File: src/rtl/opn_defines.svh
`ifndef OPN_DEFINES_SVH
`define OPN_DEFINES_SVH

// clk cycles per internal clock enable
`define OPN_PRESCALE      6

// Internal enables per timer B tick
`define OPN_TMRB_PRESCALE 16

// Busy time after a data write, in clk cycles
`define OPN_BUSY_CLKS     32

// Timer counter widths
`define OPN_TMRA_W        10
`define OPN_TMRB_W        8

// Timer register numbers, bank 0 only
`define OPN_REG_TMRA_HI   8'h24
`define OPN_REG_TMRA_LO   8'h25
`define OPN_REG_TMRB      8'h26
`define OPN_REG_TMR_CTRL  8'h27

// Register 0x27 layout
// bit 0 load A, bit 1 load B, bit 2 IRQ enable A, bit 3 IRQ enable B
// bit 4 clear flag A, bit 5 clear flag B (pulses, not stored)

`endif

File: src/rtl/opn_pkg.sv
`default_nettype none
`include "opn_defines.svh"

package opn_pkg;

    // Register write, one cycle wide
    typedef struct packed {
        logic       valid;
        logic       bank;   // Address bit 1 of the number write
        logic [7:0] num;
        logic [7:0] data;
    } reg_wr_t;

    // Timer settings out of the register file
    typedef struct packed {
        logic [`OPN_TMRA_W-1:0] value_a;
        logic [`OPN_TMRB_W-1:0] value_b;
        logic                   load_a;
        logic                   load_b;
        logic                   irq_en_a;
        logic                   irq_en_b;
    } timer_ctrl_t;

    typedef struct packed {
        logic flag_b;
        logic flag_a;
    } timer_flags_t;

    // Status byte as read on dout
    typedef struct packed {
        logic       busy;
        logic [4:0] zero;
        logic       flag_b;
        logic       flag_a;
    } status_t;

endpackage

`default_nettype wire

File: src/rtl/opn_bus_ctrl.sv
`timescale 1ns/1ps
`default_nettype none
`include "opn_defines.svh"

module opn_bus_ctrl (
    input  logic                  clk,
    input  logic                  arst_n,
    input  logic                  cs_n,
    input  logic                  wr_n,
    input  logic [1:0]            addr,
    input  logic [7:0]            din,
    input  opn_pkg::timer_flags_t flags,
    output opn_pkg::reg_wr_t      reg_wr,
    output logic [7:0]            dout
);
    import opn_pkg::*;

    localparam int BUSY_W = $clog2(`OPN_BUSY_CLKS + 1);

    logic              write;
    logic              num_wr;
    logic              data_wr;
    logic [7:0]        num_q;
    logic              bank_q;
    logic              wr_valid;
    logic              wr_bank;
    logic [7:0]        wr_num;
    logic [7:0]        wr_data;
    logic [BUSY_W-1:0] busy_cnt;
    logic              busy;
    status_t           status;

    assign write   = !cs_n && !wr_n;
    assign num_wr  = write && !addr[0];
    assign data_wr = write && addr[0];

    always_ff @(posedge clk or negedge arst_n) begin
        if (!arst_n) begin
            num_q    <= '0;
            bank_q   <= 1'b0;
            wr_valid <= 1'b0;
        end else begin
            wr_valid <= data_wr;    // Single cycle strobe
            if (num_wr) begin
                num_q  <= din;
                bank_q <= addr[1];
            end
        end
    end

    // Write payload, taken with the latched number
    always_ff @(posedge clk) begin
        if (data_wr) begin
            wr_bank <= bank_q;
            wr_num  <= num_q;
            wr_data <= din;
        end
    end

    assign reg_wr = '{valid: wr_valid, bank: wr_bank, num: wr_num, data: wr_data};

    // Busy countdown, restarted by each data write
    always_ff @(posedge clk or negedge arst_n) begin
        if (!arst_n)
            busy_cnt <= '0;
        else if (data_wr)
            busy_cnt <= BUSY_W'(`OPN_BUSY_CLKS);
        else if (busy)
            busy_cnt <= busy_cnt - 1'b1;
    end

    assign busy = busy_cnt != '0;

    always_comb begin
        status        = '0;
        status.busy   = busy;
        status.flag_b = flags.flag_b;
        status.flag_a = flags.flag_a;
    end

    assign dout = status;  // Same byte on every address

endmodule

`default_nettype wire

File: src/rtl/opn_timer_regs.sv
`timescale 1ns/1ps
`default_nettype none
`include "opn_defines.svh"

module opn_timer_regs (
    input  logic                 clk,
    input  logic                 arst_n,
    input  opn_pkg::reg_wr_t     reg_wr,
    output opn_pkg::timer_ctrl_t ctrl,
    output logic                 clr_a,
    output logic                 clr_b
);
    logic                   wr_en;
    logic [7:0]             value_a_hi;
    logic [1:0]             value_a_lo;
    logic [`OPN_TMRB_W-1:0] value_b;
    logic                   load_a;
    logic                   load_b;
    logic                   irq_en_a;
    logic                   irq_en_b;

    // Timer registers live in bank 0 only
    assign wr_en = reg_wr.valid && !reg_wr.bank;

    always_ff @(posedge clk or negedge arst_n) begin
        if (!arst_n) begin
            value_a_hi <= '0;
            value_a_lo <= '0;
            value_b    <= '0;
            load_a     <= 1'b0;
            load_b     <= 1'b0;
            irq_en_a   <= 1'b0;
            irq_en_b   <= 1'b0;
            clr_a      <= 1'b0;
            clr_b      <= 1'b0;
        end else begin
            clr_a <= 1'b0;
            clr_b <= 1'b0;
            if (wr_en) begin
                case (reg_wr.num)
                    `OPN_REG_TMRA_HI: value_a_hi <= reg_wr.data;
                    `OPN_REG_TMRA_LO: value_a_lo <= reg_wr.data[1:0];
                    `OPN_REG_TMRB:    value_b    <= reg_wr.data;
                    `OPN_REG_TMR_CTRL: begin
                        load_a   <= reg_wr.data[0];
                        load_b   <= reg_wr.data[1];
                        irq_en_a <= reg_wr.data[2];
                        irq_en_b <= reg_wr.data[3];
                        clr_a    <= reg_wr.data[4];   // Flag clears are pulses
                        clr_b    <= reg_wr.data[5];
                    end
                    default: ;
                endcase
            end
        end
    end

    assign ctrl = '{
        value_a:  {value_a_hi, value_a_lo},
        value_b:  value_b,
        load_a:   load_a,
        load_b:   load_b,
        irq_en_a: irq_en_a,
        irq_en_b: irq_en_b
    };

endmodule

`default_nettype wire

File: src/rtl/opn_timer.sv
`timescale 1ns/1ps
`default_nettype none

module opn_timer #(
    parameter int WIDTH    = 10,
    parameter int TICK_DIV = 1
) (
    input  logic             clk,
    input  logic             arst_n,
    input  logic             tick_en,
    input  logic             load,
    input  logic [WIDTH-1:0] value,
    input  logic             irq_en,
    input  logic             clr,
    output logic             flag
);
    localparam int DIV_W = (TICK_DIV > 1) ? $clog2(TICK_DIV) : 1;

    logic [DIV_W-1:0] div_cnt;
    logic [WIDTH-1:0] cnt;
    logic             load_d;
    logic             start;
    logic             div_end;
    logic             tick;
    logic             ovf;

    assign start   = load && !load_d;  // Rising edge of load
    assign div_end = div_cnt == DIV_W'(TICK_DIV - 1);
    assign tick    = load && load_d && tick_en && div_end;
    assign ovf     = tick && (&cnt);

    always_ff @(posedge clk or negedge arst_n) begin
        if (!arst_n) begin
            load_d  <= 1'b0;
            div_cnt <= '0;
            cnt     <= '0;
        end else begin
            load_d <= load;
            if (start) begin
                div_cnt <= '0;
                cnt     <= value;
            end else if (load) begin
                if (tick_en)
                    div_cnt <= div_end ? '0 : div_cnt + 1'b1;
                if (tick)
                    cnt <= ovf ? value : cnt + 1'b1;   // Reload on overflow
            end
        end
    end

    always_ff @(posedge clk or negedge arst_n) begin
        if (!arst_n)
            flag <= 1'b0;
        else if (clr)
            flag <= 1'b0;   // Clear beats a same cycle overflow
        else if (ovf && irq_en)
            flag <= 1'b1;
    end

endmodule

`default_nettype wire

File: src/rtl/opn_timer_unit.sv
`timescale 1ns/1ps
`default_nettype none
`include "opn_defines.svh"

module opn_timer_unit (
    input  logic                  clk,
    input  logic                  arst_n,
    input  opn_pkg::timer_ctrl_t  ctrl,
    input  logic                  clr_a,
    input  logic                  clr_b,
    output opn_pkg::timer_flags_t flags,
    output logic                  irq_n
);
    localparam int PRE_W = $clog2(`OPN_PRESCALE);

    logic [PRE_W-1:0] pre_cnt;
    logic             clk_en;
    logic             flag_a;
    logic             flag_b;

    // Internal clock enable, one clk in OPN_PRESCALE
    assign clk_en = pre_cnt == PRE_W'(`OPN_PRESCALE - 1);

    always_ff @(posedge clk or negedge arst_n) begin
        if (!arst_n)
            pre_cnt <= '0;
        else
            pre_cnt <= clk_en ? '0 : pre_cnt + 1'b1;
    end

    opn_timer #(.WIDTH(`OPN_TMRA_W), .TICK_DIV(1)) u_tmr_a (
        .clk     ( clk           ),
        .arst_n  ( arst_n        ),
        .tick_en ( clk_en        ),
        .load    ( ctrl.load_a   ),
        .value   ( ctrl.value_a  ),
        .irq_en  ( ctrl.irq_en_a ),
        .clr     ( clr_a         ),
        .flag    ( flag_a        )
    );

    opn_timer #(.WIDTH(`OPN_TMRB_W), .TICK_DIV(`OPN_TMRB_PRESCALE)) u_tmr_b (
        .clk     ( clk           ),
        .arst_n  ( arst_n        ),
        .tick_en ( clk_en        ),
        .load    ( ctrl.load_b   ),
        .value   ( ctrl.value_b  ),
        .irq_en  ( ctrl.irq_en_b ),
        .clr     ( clr_b         ),
        .flag    ( flag_b        )
    );

    // Flags and interrupt change on the same edge
    always_ff @(posedge clk or negedge arst_n) begin
        if (!arst_n) begin
            flags <= '0;
            irq_n <= 1'b1;
        end else begin
            flags <= '{flag_b: flag_b, flag_a: flag_a};
            irq_n <= !(flag_a || flag_b);
        end
    end

endmodule

`default_nettype wire

File: src/rtl/opn_top.sv
`timescale 1ns/1ps
`default_nettype none

module opn_top (
    input  logic       clk,
    input  logic       arst_n,
    input  logic       cs_n,
    input  logic       wr_n,
    input  logic [1:0] addr,
    input  logic [7:0] din,
    output logic [7:0] dout,
    output logic       irq_n
);
    import opn_pkg::*;

    reg_wr_t      reg_wr;
    timer_ctrl_t  ctrl;
    timer_flags_t flags;
    logic         clr_a;
    logic         clr_b;

    opn_bus_ctrl u_bus (
        .clk    ( clk    ),
        .arst_n ( arst_n ),
        .cs_n   ( cs_n   ),
        .wr_n   ( wr_n   ),
        .addr   ( addr   ),
        .din    ( din    ),
        .flags  ( flags  ),   // Back from the timers for status
        .reg_wr ( reg_wr ),
        .dout   ( dout   )
    );

    opn_timer_regs u_regs (
        .clk    ( clk    ),
        .arst_n ( arst_n ),
        .reg_wr ( reg_wr ),
        .ctrl   ( ctrl   ),
        .clr_a  ( clr_a  ),
        .clr_b  ( clr_b  )
    );

    opn_timer_unit u_timers (
        .clk    ( clk    ),
        .arst_n ( arst_n ),
        .ctrl   ( ctrl   ),
        .clr_a  ( clr_a  ),
        .clr_b  ( clr_b  ),
        .flags  ( flags  ),
        .irq_n  ( irq_n  )
    );

endmodule

`default_nettype wire

File: config.mk
export PLATFORM = sky130hd
export DESIGN_NAME = opn_top
export DESIGN_NICKNAME = d
export VERILOG_FILES = /design/src/rtl/opn_pkg.sv /design/src/rtl/opn_bus_ctrl.sv /design/src/rtl/opn_timer_regs.sv /design/src/rtl/opn_timer.sv /design/src/rtl/opn_timer_unit.sv /design/src/rtl/opn_top.sv
export VERILOG_INCLUDE_DIRS = /design/src /design/src/rtl
export SDC_FILE = /design/constraint.sdc
export NUM_CORES = 1
export LEC_CHECK = 0
export ABC_AREA = 1
export BUFFER_PORTS_ARGS = -buffer_cell sky130_fd_sc_hd__buf_2
export CORE_MARGIN = 1
export CORE_UTILIZATION = 50
export CTS_BUF_LIST = sky130_fd_sc_hd__clkbuf_2
export DETAILED_ROUTE_END_ITERATION = 7
export PLACE_DENSITY = 0.76
export SYNTH_ARGS = -nofsm -noshare
export SYNTH_HDL_FRONTEND = slang
export SYNTH_SLANG_ARGS = --single-unit
File: constraint.sdc
create_clock -name clk -period 2 [get_ports clk]
set_input_delay 0.3 -clock clk [delete_from_list [all_inputs] [get_ports clk]]
set_output_delay 0.3 -clock clk [all_outputs]
set_load 0.03 [all_outputs]
==> impl_metrics.json <==
{
  "drt_iter0_drc": 122,
  "ys_top_cells_by_area": "dfrtp_1 43%, edfxtp_1 12%, nand2_1 11%",
  "worstPathRequired_ns": 1.70,
  "cts_inserted_buffers": 9,
  "setup_viol": 0,
  "maxCapViolCount": 0,
  "max_stage_delay_ns": 0.46,
  "fin_crit_sh_pct": 93.1,
  "syn_inst": 446,
  "hpwl_mm": 5.02,
  "cts_root_buffer": "clkbuf_2",
  "layout.cells.most_common": "nand2_1",
  "hp-class": "in -> reg",
  "ys.flop_type": "dfrtp_1",
  "worst_setup_path_end_kind": "output pin",
  "worst_slew_pin_slew_ns": 0.621,
  "ir_drop_mv": 0.555,
  "antenna_found_initial": 0,
  "grt_usage_pct": 18.8,
  "clk_pin_slew_ns": 0.24,
  "final.fill_count": 702,
  "ant_nets": 0,
  "rsz0062_at_grt": "no",
  "relSlewSlack_pct": 58.5,
  "criticalPathCategory": "reg -> out",
  "dp.cells": 561,
  "io_pins": 23,
  "clock_path_buffers": 2,
  "cts_sinks": 89,
  "layout_setup_ws_ns": 0.138,
  "ctsHtreeMaxLevel": 3,
  "power.leakage_nw": 2.18,
  "async_flop_share_pct": 80.9,
  "timing.setup.tns_ns": 0,
  "grt_pass1_wl_mm": 12.6,
  "syn_area_per_cell_um2": 9.24,
  "status": "finished, final reports clean",
  "crit_fanout": 5,
  "nets": 501,
  "ys_ff_latch": 89,
  "whs_ns": 0.0865,
  "drv_slew": 0,
  "synth_warnings": 0,
  "dieArea_mm2": 0.00861,
  "vias": 2967,
  "synth_top_area_cell": "dfrtp_1",
  "arrival_ns": 1.56,
  "period_needed_ns": 1.86,
  "syn_area_mm2": 0.00412,
  "layout.cells.non_filler": 589,
  "reg2reg_from": "u_timers.u_tmr_a.cnt[1]",
  "synth_top_area_share_pct": 43.1,
  "wl_per_cell_um": 12.3,
  "synth_edf_count": 17,
  "die_height_um": 92.8,
  "worstPathCellList": "nor2_1 -> nand3_2 -> buf_6",
  "portBuffers": 17,
  "place.gp.congestion": 0.835,
  "crit_slowest_cell": "dfrtp_1",
  "core_mm2": 0.00785,
  "ys_seq_area_share_pct": 56.1,
  "start_kind": "register",
  "dpl_worst_slack_ns": 0.345,
  "crit_start": "u_bus.busy_cnt[2]",
  "clkLatencyLatePin_ns": 0.55,
  "cts_tree": "done",
  "synthDistinctLibCells": 36,
  "syn2layout_area_growth_pct": 10.4,
  "drt-vias-per-instance": 5.04,
  "die_w_um": 92.8,
  "grt_pass1_vias": 2883,
  "grt_max_degree": 52,
  "powerDensity_mw_per_mm2": 745,
  "diodes": 0,
  "clock_skew_ns": 0.0364,
  "drc": 0,
  "drive_gt1_share_pct": 15.4,
  "drt-total-wl_mm": 7.24,
  "hold_viol": 0,
  "final_cell_mix": "125 x nand2_1, 71 x dfrtp_1, 60 x inv_1",
  "start_util_pct": 52.5,
  "gr-total-overflow": 0,
  "hold_start": "addr[0]",
  "dr.pass1.iters": 4,
  "rows": 32,
  "fmax_mhz": 537
}
==> state kept, by name, indices dropped and copies added, names as in the netlist, 2 cells and up <==
signal / count
u_regs.value_a_hi: 8
u_bus.wr_num: 8
u_regs.value_a_lo: 2
u_timers.u_tmr_a.cnt: 10
u_bus.wr_data: 8
u_bus.num_q: 8
u_regs.value_b: 8
u_timers.flags: 2
u_timers.pre_cnt: 3
u_timers.u_tmr_b.cnt: 8
u_bus.busy_cnt: 6
u_timers.u_tmr_b.div_cnt: 4
==> layer usage <==
layer  vias up  share of wire, %  global-route usage, %
li1       1492                 -                      -
met1      1413                45                   23.5
met2        50                49                   31.4
met3        12               3.6                   4.27
met4         0               1.8                   8.08
met5         -                 0                      0
==> power by group <==
group | internal [mW] | switching (mW)
clock network | 0.205 | 0.679
registers | 1.99 | 0.0816
logic | 0.188 | 0.247
==> per-stage QoR <==
step,cell area (µm²),total power [mW],util [%]
after floorplan,4140,2.35,-
after global placement,4310,2.45,54.9
after detailed placement,4310,2.48,54.9
after CTS,4540,3.42,57.8
after global routing,4550,3.56,58.0
final,4550,3.39,58.0
==> worst max-delay path: cells and delay by family (launching register included) <==
family / cells / cell delay [ns]
flip-flops: 1 / 0.46
AND/OR/NAND/NOR: 2 / 0.40
buffers and inverters: 1 / 0.18
==> layout make-up <==
type / count / area (µm²) / area share, %
Clock buffer: 9 / 45.0 / 0.990
Sequential cell: 89 / 2310 / 50.8
Tap cell: 102 / 128 / 2.80
Timing Repair Buffer: 32 / 241 / 5.31
Clock inverter: 7 / 72.6 / 1.59
Inverter: 61 / 229 / 5.03
Multi-Input combinational cell: 289 / 1520 / 33.4
==> final timing paths <==
| path | endpoint | slack, ns | depth (start not counted) |
|---|---|---|---|
| worst max-delay path | dout[7] | 0.14 | 3 |
| worst min-delay path | u_bus.busy_cnt[5] | 0.09 | 3 |
| worst max register to register | u_timers.u_tmr_a.cnt[0] | 0.32 | 9 |
| worst min register to register | u_timers.u_tmr_a.flag | 0.40 | 1 |
| max in group asynchronous | u_timers.irq_n | 1.09 | 3 |
| min in group asynchronous | u_bus.num_q[5] | 0.22 | 2 |
==> cell usage after synthesis (2+ instances only) <==
| master | number |
|---|---|
| a21oi_1 | 10 |
| buf_2 | 3 |
| buf_4 | 7 |
| dfrtp_1 | 71 |
| edfxtp_1 | 17 |
| ha_1 | 5 |
| inv_1 | 60 |
| mux2_2 | 9 |
| nand2_1 | 125 |
| nand2_2 | 6 |
| nand3_1 | 32 |
| nand3_2 | 2 |
| nand3b_1 | 2 |
| nand4_1 | 6 |
| nor2_1 | 30 |
| nor2_4 | 2 |
| o21ai_0 | 23 |
| o21ai_1 | 2 |
| o21ai_2 | 8 |
| o21bai_1 | 2 |
| o22ai_1 | 2 |
| xnor2_1 | 3 |
| xor2_1 | 6 |
==> timing repair <==
action | 4_1_cts | 5_1_grt
hold buffers | 10 | 0
buffers inserted | 2 | 0
resized for setup | 0 | 4
cloned | 0 | 0
endpoints found under the setup margin | 1 | 1
hold endpoints to repair | 38 | 0
==> cell families (layout without fill, tap and decap cells) <==
| family | after synthesis | count (layout) | synth area share (%) |
|---|---|---|---|
| compound gates | 49 | 49 | 7.25 |
| xor+xnor | 9 | 9 | 1.91 |
| fa+ha+maj | 5 | 5 | 1.52 |
| buf+inv | 72 | 109 | 7.47 |
| flops | 89 | 89 | 56.1 |
| mux | 9 | 9 | 2.46 |
| other cells | 1 | 5 | 0.0910 |
| simple gates | 212 | 212 | 23.2 |
Power figures use the tool's default switching activity.
